`src/source/spi_params.svh`:
```
`ifndef SPI_PARAMS_SVH
`define SPI_PARAMS_SVH

// bits shifted per transfer
`define SPI_NBITS 24

// chip-select lines, active low
`define SPI_NCSBITS 3

`define SPI_NCLKDIVBITS 5
`define SPI_CLKDIV_RESET 4  // sclk half period is div+1 clocks

`endif

```
`src/source/spi_pkg.sv`:
```
`default_nettype none

package spi_pkg;

  `include "spi_params.svh"

  typedef logic [`SPI_NBITS-1:0]       spi_word_t;
  typedef logic [`SPI_NCSBITS-1:0]     spi_cs_t;     // active low
  typedef logic [`SPI_NCLKDIVBITS-1:0] spi_div_t;
  typedef logic [4:0]                  spi_bitcnt_t;
  typedef logic [31:0]                 wb_data_t;

  // shift engine sequence
  typedef enum logic [1:0] {
    IDLE,
    LEAD,
    SHIFT,
    DONE
  } shift_state_t;

endpackage

`default_nettype wire

```
`src/source/spi_clk_gen.sv`:
```
`default_nettype none

module spi_clk_gen
  import spi_pkg::*;
(
  input  logic     wb_clk_i,
  input  logic     wb_rst_i,
  input  logic     run_i,
  input  spi_div_t div_i,
  output logic     rise_o,
  output logic     fall_o
);

  spi_div_t cnt;
  logic     phase;  // 0 = next strobe is a rise
  logic     tick;

  assign tick = (cnt == '0);

  always_ff @(posedge wb_clk_i) begin
    if (wb_rst_i || !run_i) begin
      // park so every transfer starts on a rise
      cnt   <= div_i;
      phase <= 1'b0;
    end else if (tick) begin
      cnt   <= div_i;
      phase <= ~phase;
    end else begin
      cnt <= cnt - 1'b1;
    end
  end

  // strobes only while running
  assign rise_o = run_i && tick && !phase;
  assign fall_o = run_i && tick && phase;

endmodule

`default_nettype wire

```
`src/source/spi_shift_engine.sv`:
```
`default_nettype none

`include "spi_params.svh"

module spi_shift_engine
  import spi_pkg::*;
(
  input  logic      wb_clk_i,
  input  logic      wb_rst_i,
  input  logic      start_i,
  input  spi_cs_t   cs_i,
  input  spi_word_t tx_i,
  input  logic      rise_i,
  input  logic      fall_i,
  input  logic      ack_i,
  output logic      run_o,
  output logic      done_o,
  output spi_word_t rx_word_o,
  output spi_cs_t   cs_n_o,
  output logic      sclk_o,
  output logic      mosi_o,
  input  logic      miso_i
);

  shift_state_t state;
  spi_bitcnt_t  bitcnt;
  spi_word_t    tx_sr;
  spi_word_t    rx_sr;
  logic         last_bit;

  assign last_bit = (bitcnt == spi_bitcnt_t'(`SPI_NBITS - 1));

  always_ff @(posedge wb_clk_i) begin
    if (wb_rst_i) begin
      state  <= IDLE;
      bitcnt <= '0;
      run_o  <= 1'b0;
      done_o <= 1'b0;
      cs_n_o <= '1;
      sclk_o <= 1'b0;
      mosi_o <= 1'b0;
    end else begin
      case (state)
        IDLE: begin
          if (start_i) begin
            state  <= LEAD;
            bitcnt <= '0;
            cs_n_o <= cs_i;
            mosi_o <= tx_i[`SPI_NBITS-1];  // msb ready before first rise
            run_o  <= 1'b1;
          end
        end
        LEAD: begin
          if (rise_i) begin
            sclk_o <= 1'b1;
            state  <= SHIFT;
          end
        end
        SHIFT: begin
          if (fall_i) begin
            sclk_o <= 1'b0;
            if (last_bit) begin
              state  <= DONE;
              cs_n_o <= '1;
              mosi_o <= 1'b0;
              run_o  <= 1'b0;
              done_o <= 1'b1;
            end else begin
              bitcnt <= bitcnt + 1'b1;
              mosi_o <= tx_sr[`SPI_NBITS-2];
            end
          end else if (rise_i) begin
            sclk_o <= 1'b1;
          end
        end
        DONE: begin
          if (ack_i) begin  // rx word consumed
            done_o <= 1'b0;
            state  <= IDLE;
          end
        end
        default: state <= IDLE;
      endcase
    end
  end

  always_ff @(posedge wb_clk_i) begin
    if (state == IDLE && start_i) begin
      tx_sr <= tx_i;
    end else if (state == SHIFT && fall_i) begin
      tx_sr <= tx_sr << 1;
    end
    if (rise_i && (state == LEAD || state == SHIFT)) begin
      rx_sr <= {rx_sr[`SPI_NBITS-2:0], miso_i};  // sample on rising edge
    end
  end

  assign rx_word_o = rx_sr;  // stable from DONE until next start

endmodule

`default_nettype wire

```
`src/source/wb_spi_regs.sv`:
```
`default_nettype none

`include "spi_params.svh"

module wb_spi_regs
  import spi_pkg::*;
(
  input  logic      wb_clk_i,
  input  logic      wb_rst_i,
  input  wb_data_t  wb_adr_i,
  input  wb_data_t  wb_dat_i,
  input  logic [3:0] wb_sel_i,
  input  logic      wb_we_i,
  input  logic      wb_cyc_i,
  input  logic      wb_stb_i,
  output wb_data_t  wb_dat_o,
  output logic      wb_ack_o,
  output logic      wb_err_o,
  input  logic      done_i,
  input  spi_word_t rx_word_i,
  output logic      start_o,
  output logic      ack_o,
  output spi_cs_t   cs_o,
  output spi_word_t tx_o,
  output spi_div_t  div_o
);

  logic      wb_ack;
  logic      wait_q;  // trigger write held until done
  wb_data_t  rdata_q;
  spi_word_t rx_q;
  logic      req;

  assign req = wb_cyc_i && wb_stb_i && !wb_ack;

  always_ff @(posedge wb_clk_i) begin
    if (wb_rst_i) begin
      wb_ack  <= 1'b0;
      start_o <= 1'b0;
      ack_o   <= 1'b0;
      wait_q  <= 1'b0;
      cs_o    <= '1;
      tx_o    <= '0;
      div_o   <= spi_div_t'(`SPI_CLKDIV_RESET);
      rx_q    <= '0;
    end else begin
      wb_ack  <= 1'b0;
      start_o <= 1'b0;
      ack_o   <= 1'b0;
      if (wait_q) begin
        if (done_i) begin
          wait_q <= 1'b0;
          rx_q   <= rx_word_i;
          ack_o  <= 1'b1;
          wb_ack <= wb_cyc_i && wb_stb_i;  // release the stalled write
        end
      end else if (req) begin
        if (wb_we_i) begin
          case (wb_adr_i[3:2])
            2'd0: begin
              if (wb_sel_i[0]) begin
                cs_o    <= wb_dat_i[`SPI_NCSBITS-1:0];
                start_o <= 1'b1;
                wait_q  <= 1'b1;
              end else begin
                wb_ack <= 1'b1;  // no cs byte so nothing to start
              end
            end
            2'd1: begin
              wb_ack <= 1'b1;
              for (int b = 0; b < `SPI_NBITS / 8; b++) begin
                if (wb_sel_i[b]) begin
                  tx_o[b*8 +: 8] <= wb_dat_i[b*8 +: 8];
                end
              end
            end
            2'd2: begin
              wb_ack <= 1'b1;
              if (wb_sel_i[0]) begin
                div_o <= wb_dat_i[`SPI_NCLKDIVBITS-1:0];
              end
            end
            default: wb_ack <= 1'b1;
          endcase
        end else begin
          wb_ack <= 1'b1;
        end
      end
    end
  end

  // read data only looked at while acked
  always_ff @(posedge wb_clk_i) begin
    if (req && !wait_q && !wb_we_i) begin
      if (wb_adr_i[3:2] == 2'd0) begin
        rdata_q <= wb_data_t'(rx_q);
      end else begin
        rdata_q <= '0;
      end
    end
  end

  assign wb_ack_o = wb_ack;
  assign wb_dat_o = wb_ack ? rdata_q : '0;
  assign wb_err_o = 1'b0;

endmodule

`default_nettype wire

```
`src/source/wb_spi_top.sv`:
```
`default_nettype none

module wb_spi_top
  import spi_pkg::*;
(
  input  logic       wb_clk_i,
  input  logic       wb_rst_i,
  input  wb_data_t   wb_adr_i,
  input  wb_data_t   wb_dat_i,
  input  logic [3:0] wb_sel_i,
  input  logic       wb_we_i,
  input  logic       wb_cyc_i,
  input  logic       wb_stb_i,
  output wb_data_t   wb_dat_o,
  output logic       wb_ack_o,
  output logic       wb_err_o,
  output spi_cs_t    cs_n_o,
  output logic       sclk_o,
  output logic       mosi_o,
  input  logic       miso_i
);

  logic      start;
  logic      ack;
  logic      run;
  logic      rise;
  logic      fall;
  logic      done;
  spi_cs_t   cs;
  spi_word_t tx_word;
  spi_word_t rx_word;
  spi_div_t  div;

  wb_spi_regs i_regs (
    .wb_clk_i  (wb_clk_i),
    .wb_rst_i  (wb_rst_i),
    .wb_adr_i  (wb_adr_i),
    .wb_dat_i  (wb_dat_i),
    .wb_sel_i  (wb_sel_i),
    .wb_we_i   (wb_we_i),
    .wb_cyc_i  (wb_cyc_i),
    .wb_stb_i  (wb_stb_i),
    .wb_dat_o  (wb_dat_o),
    .wb_ack_o  (wb_ack_o),
    .wb_err_o  (wb_err_o),
    .done_i    (done),
    .rx_word_i (rx_word),
    .start_o   (start),
    .ack_o     (ack),
    .cs_o      (cs),
    .tx_o      (tx_word),
    .div_o     (div)
  );

  spi_clk_gen i_clk_gen (
    .wb_clk_i (wb_clk_i),
    .wb_rst_i (wb_rst_i),
    .run_i    (run),
    .div_i    (div),
    .rise_o   (rise),
    .fall_o   (fall)
  );

  spi_shift_engine i_shift (
    .wb_clk_i  (wb_clk_i),
    .wb_rst_i  (wb_rst_i),
    .start_i   (start),
    .cs_i      (cs),
    .tx_i      (tx_word),
    .rise_i    (rise),
    .fall_i    (fall),
    .ack_i     (ack),
    .run_o     (run),
    .done_o    (done),
    .rx_word_o (rx_word),
    .cs_n_o    (cs_n_o),
    .sclk_o    (sclk_o),
    .mosi_o    (mosi_o),
    .miso_i    (miso_i)
  );

endmodule

`default_nettype wire

```
`config.mk`:
```
export PLATFORM = sky130hd
export DESIGN_NAME = wb_spi_top
export DESIGN_NICKNAME = d
export VERILOG_FILES = /design/src/source/spi_pkg.sv /design/src/source/spi_clk_gen.sv /design/src/source/spi_shift_engine.sv /design/src/source/wb_spi_regs.sv /design/src/source/wb_spi_top.sv
export VERILOG_INCLUDE_DIRS = /design/src /design/src/source
export SDC_FILE = /design/constraint.sdc
export NUM_CORES = 1
export LEC_CHECK = 0
export ABC_AREA = 1
export BUFFER_PORTS_ARGS = -buffer_cell sky130_fd_sc_hd__buf_2
export CORE_ASPECT_RATIO = 1.4
export CORE_UTILIZATION = 55
export DETAILED_ROUTE_END_ITERATION = 16
export PLACE_DENSITY = 0.79
export SLEW_MARGIN = 20
export SYNTH_ARGS = -nofsm -noshare
export SYNTH_HDL_FRONTEND = slang
export SYNTH_SLANG_ARGS = --single-unit
```
`constraint.sdc`:
```
create_clock -name wb_clk_i -period 2.9 [get_ports wb_clk_i]
set_input_delay 0.435 -clock wb_clk_i [delete_from_list [all_inputs] [get_ports wb_clk_i]]
set_output_delay 0.435 -clock wb_clk_i [all_outputs]
set_load 0.1 [all_outputs]
```
# After elaboration in Yosys (flattened, before gate mapping)
# Cells that the tools add are included.
[word_totals] out_inout_bits=39 elab_cells=123 ff_bits=159 in_bits=74
[op_classes] n_reduce_logical=37 add_sub_neg=2 n_bitwise=2 eq_ne=12 mux=47
[ops] op="2-to-1 mux 23 bit" n=2
[ops] op="2-to-1 mux 32 bit" n=1
[ops] op="AND reduction 5 bit" n=6
[ops] op="2-to-1 mux 5 bit" n=5
[ops] op="2-to-1 mux 1 bit" n=24
[ops] op="AND reduction 4 bit" n=3
[ops] op="logical AND 1 bit" n=10
[ops] op="2-to-1 mux 2 bit" n=5
[ops] op="one-hot mux 5 bit (2 select lines)" n=1
[ops] op="2-to-1 mux 3 bit" n=3
[ops] op="one-hot mux 1 bit (2 select lines)" n=4
[ops] op="one-hot mux 2 bit (4 select lines)" n=1
[ops] op="nonzero test 2 bit" n=4
[ops] op="equality test 2 bit, second input constant" n=3
[ops] op="!= test 2 x 1 -> 1 bit, second input constant" n=3
[ops] op="!= test 2 bit, second input constant" n=3
[ops] op="one-hot mux 3 bit (2 select lines)" n=1
[ops] op="adder 5 x 1 -> 5 bit, second input constant" n=1
[ops] op="equality test 5 bit, second input constant" n=1
[ops] op="logical NOT 1 bit" n=5
[ops] op="logical NOT 5 bit" n=1
[ops] op="subtractor 5 x 1 -> 5 bit, second input constant" n=1
[ops] op="equality test 2 x 1 -> 1 bit, second input constant" n=2
[ops] op="logical NOT 2 bit" n=2
[ops] op="other kinds (5)" n=8

# Depth between registers and ports, before layout
# Gate-level depths: netlist of run 1.
[logic_depth] word_depth=6 depth_mapped=10 mapped_depth_nobuf=10

# Hierarchy
# Synthesis of run 1 repeated with hierarchy kept, for this count alone.
[unflattened] cells_unflattened=721 area_unflattened_um2=6322.3
[modules_own_cells] module="wb_spi_regs" instances=1 seq_area_each_um2=1921.8 area_per_inst_um2=3520.9 cells_per_inst=435
[modules_own_cells] module="spi_shift_engine" instances=1 seq_area_each_um2=1691.6 area_per_inst_um2=2492.4 cells_per_inst=244
[modules_own_cells] module="spi_clk_gen" instances=1 seq_area_each_um2=120.1 area_per_inst_um2=309.0 cells_per_inst=42

# Least setup slack after synthesis of run 1
# No wires, ideal clock.
[synth_path] path_type="reg-to-reg" start="register i_regs.wb_ack (netlist: i_regs.wb_ack_o)" end="register i_regs.rdata_q[0], enable pin" arrival_ns=2.199 path_slack_ns=0.297 path_stages_with_launch=5 required_ns=2.495 n_path_buf=1 setup_time_ns=0.405 synth_period_minus_slack_ns=2.603 cell_sequence="dfxtp_1 > buf_4 > nor2_1 > nand2_1 > nor2_1"
[synth_between] elab_chain_cells=4
[synth_rtl] item="from (decl)" line_no="wb_spi_regs.sv:28" rtl="logic wb_ack;"
[synth_rtl] item="from (signal assigned)" line_no="wb_spi_regs.sv:55" rtl="wb_ack <= wb_cyc_i && wb_stb_i;"
[synth_rtl] item="logical NOT 1 bit" line_no="wb_spi_regs.sv:34" rtl="assign req = wb_cyc_i && wb_stb_i && !wb_ack;"
[synth_rtl] item="logical AND 1 bit" line_no="wb_spi_regs.sv:34"
[synth_rtl] item="logical AND 1 bit (2 in a row)" line_no="wb_spi_regs.sv:94" rtl="if (req && !wait_q && !wb_we_i) begin"
[synth_rtl] item="to (signal assigned)" line_no="wb_spi_regs.sv:96" rtl="rdata_q <= wb_data_t'(rx_q);"
[synth_rtl] item="to (decl)" line_no="wb_spi_regs.sv:30" rtl="wb_data_t rdata_q;"
# Every way passes these cells.
# A chain may end at the register's enable or synchronous reset.

# Worst setup path in the final report of run 1
[layout_path] start="register i_regs.wb_ack (netlist: i_regs.wb_ack_o)" end="output wb_dat_o[9]"
[layout_between] elab_chain_cells=1
[layout_rtl] item="2-to-1 mux 32 bit" line_no="wb_spi_regs.sv:104" rtl="assign wb_dat_o = wb_ack ? rdata_q : '0;"
[layout_rtl] item="to (decl)" line_no="wb_spi_top.sv:14" rtl="output wb_data_t wb_dat_o,"
# Every way passes these cells.

==> run metrics, run 1 <==
Clk pwr share=41.8%; Async SR Flop Fraction=0%; PwrDens=798 nW/um^2; Final Wtd Congestion=0.779; gr usage total=22.5%; commonest non-fill, non-tap cell in the layout=inv_1; die area=11,400 sq um; row count=45; diode count=0; nets@finish=779; HP Start=miso_i; initial antenna violation count=0; Slew Limit Headroom=48.2%; Main synth FF type=dfxtp_1; Logic pwr share=16.8%; largest family of logic cells by synthesized area=simple AND/OR/NAND/NOR gates; hold crit path type=in -> reg; Layout area overhead=17.0%; dpl ws=0.902 ns; CP Launch Type=flop; mux contribution to synthesized area=0%; max-cap check violation count=0; share of cells above drive strength 1=17.0%; Slew Viols, Final=0; Pre-Repair DR Iteration Count=4; worst slew pin tran=0.776 ns; launching point of the worst reg2reg path=i_clk_gen.cnt[0]; synth unique cells=39; Worst Path Class, Setup=reg -> out; fmax=447 MHz; Setup-failing EPs final=0; peak supply drop=0.510 mV; status=complete, no violations; setup tns final=0 ns; final worst slack=0.663 ns; Sink Count=151; TritonCTS buffer count=17; unrepaired setup endpoints after global routing=false; vias in the first global route=4,416; Post-Layout Cell Count=853; largest net degree at the start of global routing=67; I/O Pins=113; Worst Path Arrival=1.80 ns; minimum clock period=2.24 ns; hold_buf cts=0; Reg power frac=41.5%; period utilization=77.1%; most frequent cells in the layout=inv_1, nand2_1, o21ai_0; first-pass GRT wire length=20.0 mm; post-synthesis compound-gate area fraction=13.0%; R2R Setup Slk=0.90 ns; Clk Latency, worst-skew pair=0.42 ns; yosys warns=0; remaining global-route overflow=0; initial core utilization=56.1%; Final Hold Viols=0; Post-CTS Setup Bufs=0; Worst Hold End=i_shift.rx_word_o[0]; critical path endpoint category=primary output; Synth Area in Simple Gates=13.6%; LEAKAGE=0.00297 uW; CP Max Fanout=18; Synth Instances=636; drt total wl=12.0 mm; Avg Vias per Cell=5.11; Cell Area, Synth=6060 sq um; Worst Skew=0.00886 ns; P_sw=1660 uW; FF-to-FF path depth=7; total power=5660 uW; Final ANT Viol Nets=0; Seq/Total Area, Yosys=61.6%; WP data required=2.47 ns; CTS tree=built; Synth Register Bits=151; Sw Share=29.4%; internal power=4000 uW; Root Driver=clkbuf_16; clock slew at reported path FFs=0.06 ns; hold path depth=1; worst r2r dst=i_shift.tx_sr[5]; via count=4,363; XOR/XNOR share of the synthesized area=0.434%; Core Box Area=10,800 sq um; DR DRC count=0; maximum buffer depth of the clock tree=2; Buffers on Ports=64; Final HPWL DP=7.62 mm; die height=126 um; Synth Area per Inst=9.53 sq um; # fillers=848; routed wire length per instance=14.0 um; H-tree Lvls=4; Adder-Cell Fraction of Synth Area=1.24%; Final Hold Slack=0.191 ns; die width=90.7 um; iteration-0 DRC count of the detailed router=259; number of synthesized flops with an enable pin=71; post-cts gate resize count=0; placed cell count=821
==> per-stage QoR <==
| stage | utilization (%) | instance area (sq um) |
|---|---|---|
| 3_3_place_gp | 59.6 | 6440 |
| 4_1_cts | 65.6 | 7090 |
| 6_report | 65.6 | 7090 |
| 2_1_floorplan | - | 6090 |
| 3_5_place_dp | 59.6 | 6440 |
| 5_1_grt | 65.6 | 7090 |
==> worst max-delay path by stage <==
stage,startpoint,endpoint,slack [ns],depth (start not counted)
after floorplan,i_regs.wb_ack_o,i_regs.rdata_q[0],0.30,4
after global placement,i_clk_gen.cnt[0],i_shift.tx_sr[7],0.95,7
after detailed placement,i_clk_gen.cnt[0],i_shift.tx_sr[5],0.90,7
after CTS,i_regs.wb_ack_o,wb_dat_o[13],0.64,4
after global routing,i_regs.wb_ack_o,wb_dat_o[9],0.57,4
final,i_regs.wb_ack_o,wb_dat_o[9],0.66,4
==> flip-flops by register name, summed over array words and instances (netlist names), named ones only <==
signal / count
i_regs.rdata_q: 24
i_regs.rx_q: 24
i_regs.tx_o: 24
i_shift.rx_word_o: 24
i_shift.tx_sr: 23
i_clk_gen.cnt: 5
i_regs.div_o: 5
i_shift.bitcnt: 5
i_regs.cs_o: 3
i_shift.cs_n_o: 3
i_shift.state: 2
i_clk_gen.phase: 1
i_regs.ack_o: 1
i_regs.start_o: 1
i_regs.wait_q: 1
i_regs.wb_ack_o: 1
i_shift.done_o: 1
i_shift.mosi_o: 1
i_shift.run_o: 1
==> synthesized netlist by cell type, drive strengths merged (3+ instances only) <==
cell	count	area, sq um
nor2	59	236
a21oi	60	300
nor3	3	15.0
clkbuf	16	61.3
nand3	17	90.1
buf	19	136
nand2	91	354
edfxtp	71	2130
ha	6	75.1
inv	106	398
nand3b	3	60.1
o21ai	87	450
nand4	6	58.8
dfxtp	80	1600
==> critical path, cell delays in order, from the launching register on <==
cell and delay, ns:
dfxtp_1 0.51, buf_4 0.30, nand2_1 0.07, inv_1 0.08
buf_2 0.42
==> layout make-up <==
cell class	count	area [sq um]	share of cell area, %
sequential	151	3730	52.7
multi-input combinational	350	1750	24.7
clock buffer	21	483	6.81
inverter	108	412	5.81
timing repair buffer	71	373	5.26
tap	141	176	2.49
clock inverter	11	161	2.28
==> power groups by stage <==
stage | sequential [uW] | combinational [uW] | clock, uW
global route | 2360 | 1040 | 2470
global placement | 2390 | 903 | 0
detailed placement | 2390 | 929 | 0
floorplan | 2540 | 612 | 0
CTS | 2350 | 944 | 2380
finish | 2350 | 948 | 2360
==> logic make-up (layout without fill, tap and decap cells) <==
| group | count (synthesis) | after routing |
|---|---|---|
| AOI/OAI and AO/OA | 152 | 152 |
| adders and majority gates | 6 | 6 |
| buffers and inverters | 143 | 211 |
| other | 1 | 9 |
| xor gates and xnor gates | 3 | 3 |
| DFF | 151 | 151 |
| and+or+nand+nor | 180 | 180 |
==> routing by layer <==
layer / routed length [um] / GRT usage, % / vias up
met5: 0 / 0 / -
met4: 208 / 10.7 / 0
met3: 519 / 5.37 / 22
met2: 6320 / 39.8 / 103
met1: 4940 / 25.3 / 2065
li1: - / - / 2173
No activity file was read; power rests on OpenSTA's default activity.
==> run 2, diff against run 1 <==
==> constraint.sdc (replaced) <==
create_clock -name wb_clk_i -period 2.1 [get_ports wb_clk_i]
set_input_delay 0.315 -clock wb_clk_i [delete_from_list [all_inputs] [get_ports wb_clk_i]]
set_output_delay 0.315 -clock wb_clk_i [all_outputs]
set_load 0.1 [all_outputs]
==> run metrics, run 2 (synthesis results as in run 1) <==
die width=90.7 um (unchanged); hold path depth=1 (unchanged); GR met2 Demand/Resource=34.5% (-5.3 points); drt total wl=10.4 mm (-13%); Global Route met3 Usage=7.19% (+1.8 points); diode count=0 (unchanged); Avg Vias per Cell=4.99 (-2.5%); Worst Path Arrival=1.56 ns (-0.24 ns); CP Max Fanout=26 (+8); Clk Latency, worst-skew pair=0.42 ns (about the same); largest net degree at the start of global routing=51 (-24%); Final HPWL DP=6.99 mm (-8.3%); Slew Viols, Final=0 (unchanged); CTS tree=built; initial antenna violation count=0 (unchanged); FF-to-FF path depth=9 (+2); # fillers=839 (-1.1%); maximum buffer depth of the clock tree=2 (unchanged); global route hottest layer=met2; CP Launch Type=flop; Worst Path Buf+Inv=2 (-1); share of cells above drive strength 1=20.2% (+3.2 points); Sink Count=151 (unchanged); Final Hold Viols=0 (unchanged); iteration-0 DRC count of the detailed router=246 (-5.0%); GR Layer Usage met1=21.9% (-3.4 points); Worst Path Class, Setup=reg -> out; Pre-Repair DR Iteration Count=4 (unchanged); hold crit path type=in -> reg; routed wire length per instance=12.2 um (-13%); max-cap check violation count=0 (unchanged); row count=45 (unchanged); fmax=533 MHz; first-pass GRT wire length=17.9 mm (-10%); Final Wtd Congestion=0.814 (+4.5%); commonest non-fill, non-tap cell in the layout=nand2_1; I/O Pins=113 (unchanged); vias in the first global route=4,146 (-6.1%); status=complete, no violations; fin util=66.0% (+0.46 points); setup tns final=0 ns (unchanged); Setup-failing EPs final=0 (unchanged); Placed Area=6540 sq um (+1.5%); Final ANT Viol Nets=0 (unchanged); gr usage total=19.9% (-2.6 points); Worst Skew=0.00617 ns (-0.00268 ns); LEAKAGE=0.00276 uW (-7.1%); die height=126 um (unchanged); critical path's largest stage delay=0.50 ns (about the same); area of the multi-input gates=1750 sq um (unchanged); Buffers on Ports=64 (unchanged); Core Box Area=10,800 sq um (unchanged); Worst path top cell family by delay=flip-flops; path length in cells of the critical path=3 (-1); via count=4,261 (-2.3%); total power=7550 uW (+33%); DR DRC count=0 (unchanged); most frequent cells in the layout=nand2_1, inv_1, o21ai_0; nets@finish=780 (+0.13%); PwrDens=1060 nW/um^2 (+33%); Layout area overhead=17.8%; clock slew at reported path FFs=0.06 ns (about the same); initial core utilization=56.1% (unchanged); period utilization=89.3%; die area=11,400 sq um (unchanged); critical path endpoint category=primary output; unrepaired setup endpoints after global routing=false; WP data required=1.78 ns (-0.69 ns); remaining global-route overflow=0 (unchanged); peak supply drop=0.768 mV (+51%); Critical-path top delay cell=dfxtp_4; Post-CTS Setup Bufs=0 (unchanged); minimum clock period=1.88 ns; TritonCTS buffer count=17 (unchanged); Final Instance Area=7140 sq um (+0.71%); FF/Latch Area=3740 sq um (+0.10%); Root Driver=clkbuf_16; H-tree Lvls=4 (unchanged); worst-path cell chain=nand2_1 -> clkinvlp_4 -> buf_2
-- run 2: layout make-up --
class,instances,area share (%)
clock buffer,18,6.01
multi-input combinational,350,24.5
timing repair buffer,72,5.50
sequential,151,52.4
clock inverter,14,2.33
inverter,108,6.82
tap,141,2.47
-- run 2: what timing repair did --
item	CTS	global route
endpoints found under the setup margin	0	20
hold buffers	0	0
gates resized for setup	0	1
hold endpoints to repair	0	0
-- run 2: through the flow --
stage / hold WS (ns) / setup slack (ns) / cells
after floorplan: 0.414 / 0.122 / 644
after global placement: 0.430 / 0.385 / 822
after detailed placement: 0.429 / 0.328 / 822
after CTS: 0.0559 / 0.0450 / 854
after global routing: 0.0678 / 0.107 / 854
final: 0.0766 / 0.225 / 854
-- run 2: worst reg2reg max path, cell delays in order, from the launching register on --
cell and delay, ns:
dfxtp_1 0.34, inv_1 0.10, ha_1 0.42, nor2_1 0.12
nor2_1 0.29, nand2_4 0.11, clkinv_2 0.08, nand2_2 0.05
nand2_1 0.06, nand3_1 0.07
-- run 2: final timing paths --
check                        start              endpoint  slack, ns
hold reg to reg    i_regs.div_o[3]       i_regs.div_o[3]       0.45
setup / recovery   i_regs.wb_ack_o           wb_dat_o[9]       0.22
hold / removal              miso_i  i_shift.rx_word_o[0]       0.08
setup reg to reg  i_shift.state[0]     i_shift.cs_n_o[0]       0.32
-- run 2: report_power, final --
part,switching [uW],total [uW],internal [uW],leakage [uW]
sequential,68.5,3240,3170,0.00130
clock,1230,3020,1790,0.000288
combinational,974,1290,318,0.00118
total,2280,7550,5270,0.00276
-- run 2: routing by layer --
layer | share of wire [%] | vias to the layer above
met5 | 0 | -
met4 | 1.4 | 0
met3 | 4.3 | 14
met2 | 52 | 105
met1 | 42 | 1966
li1 | - | 2176
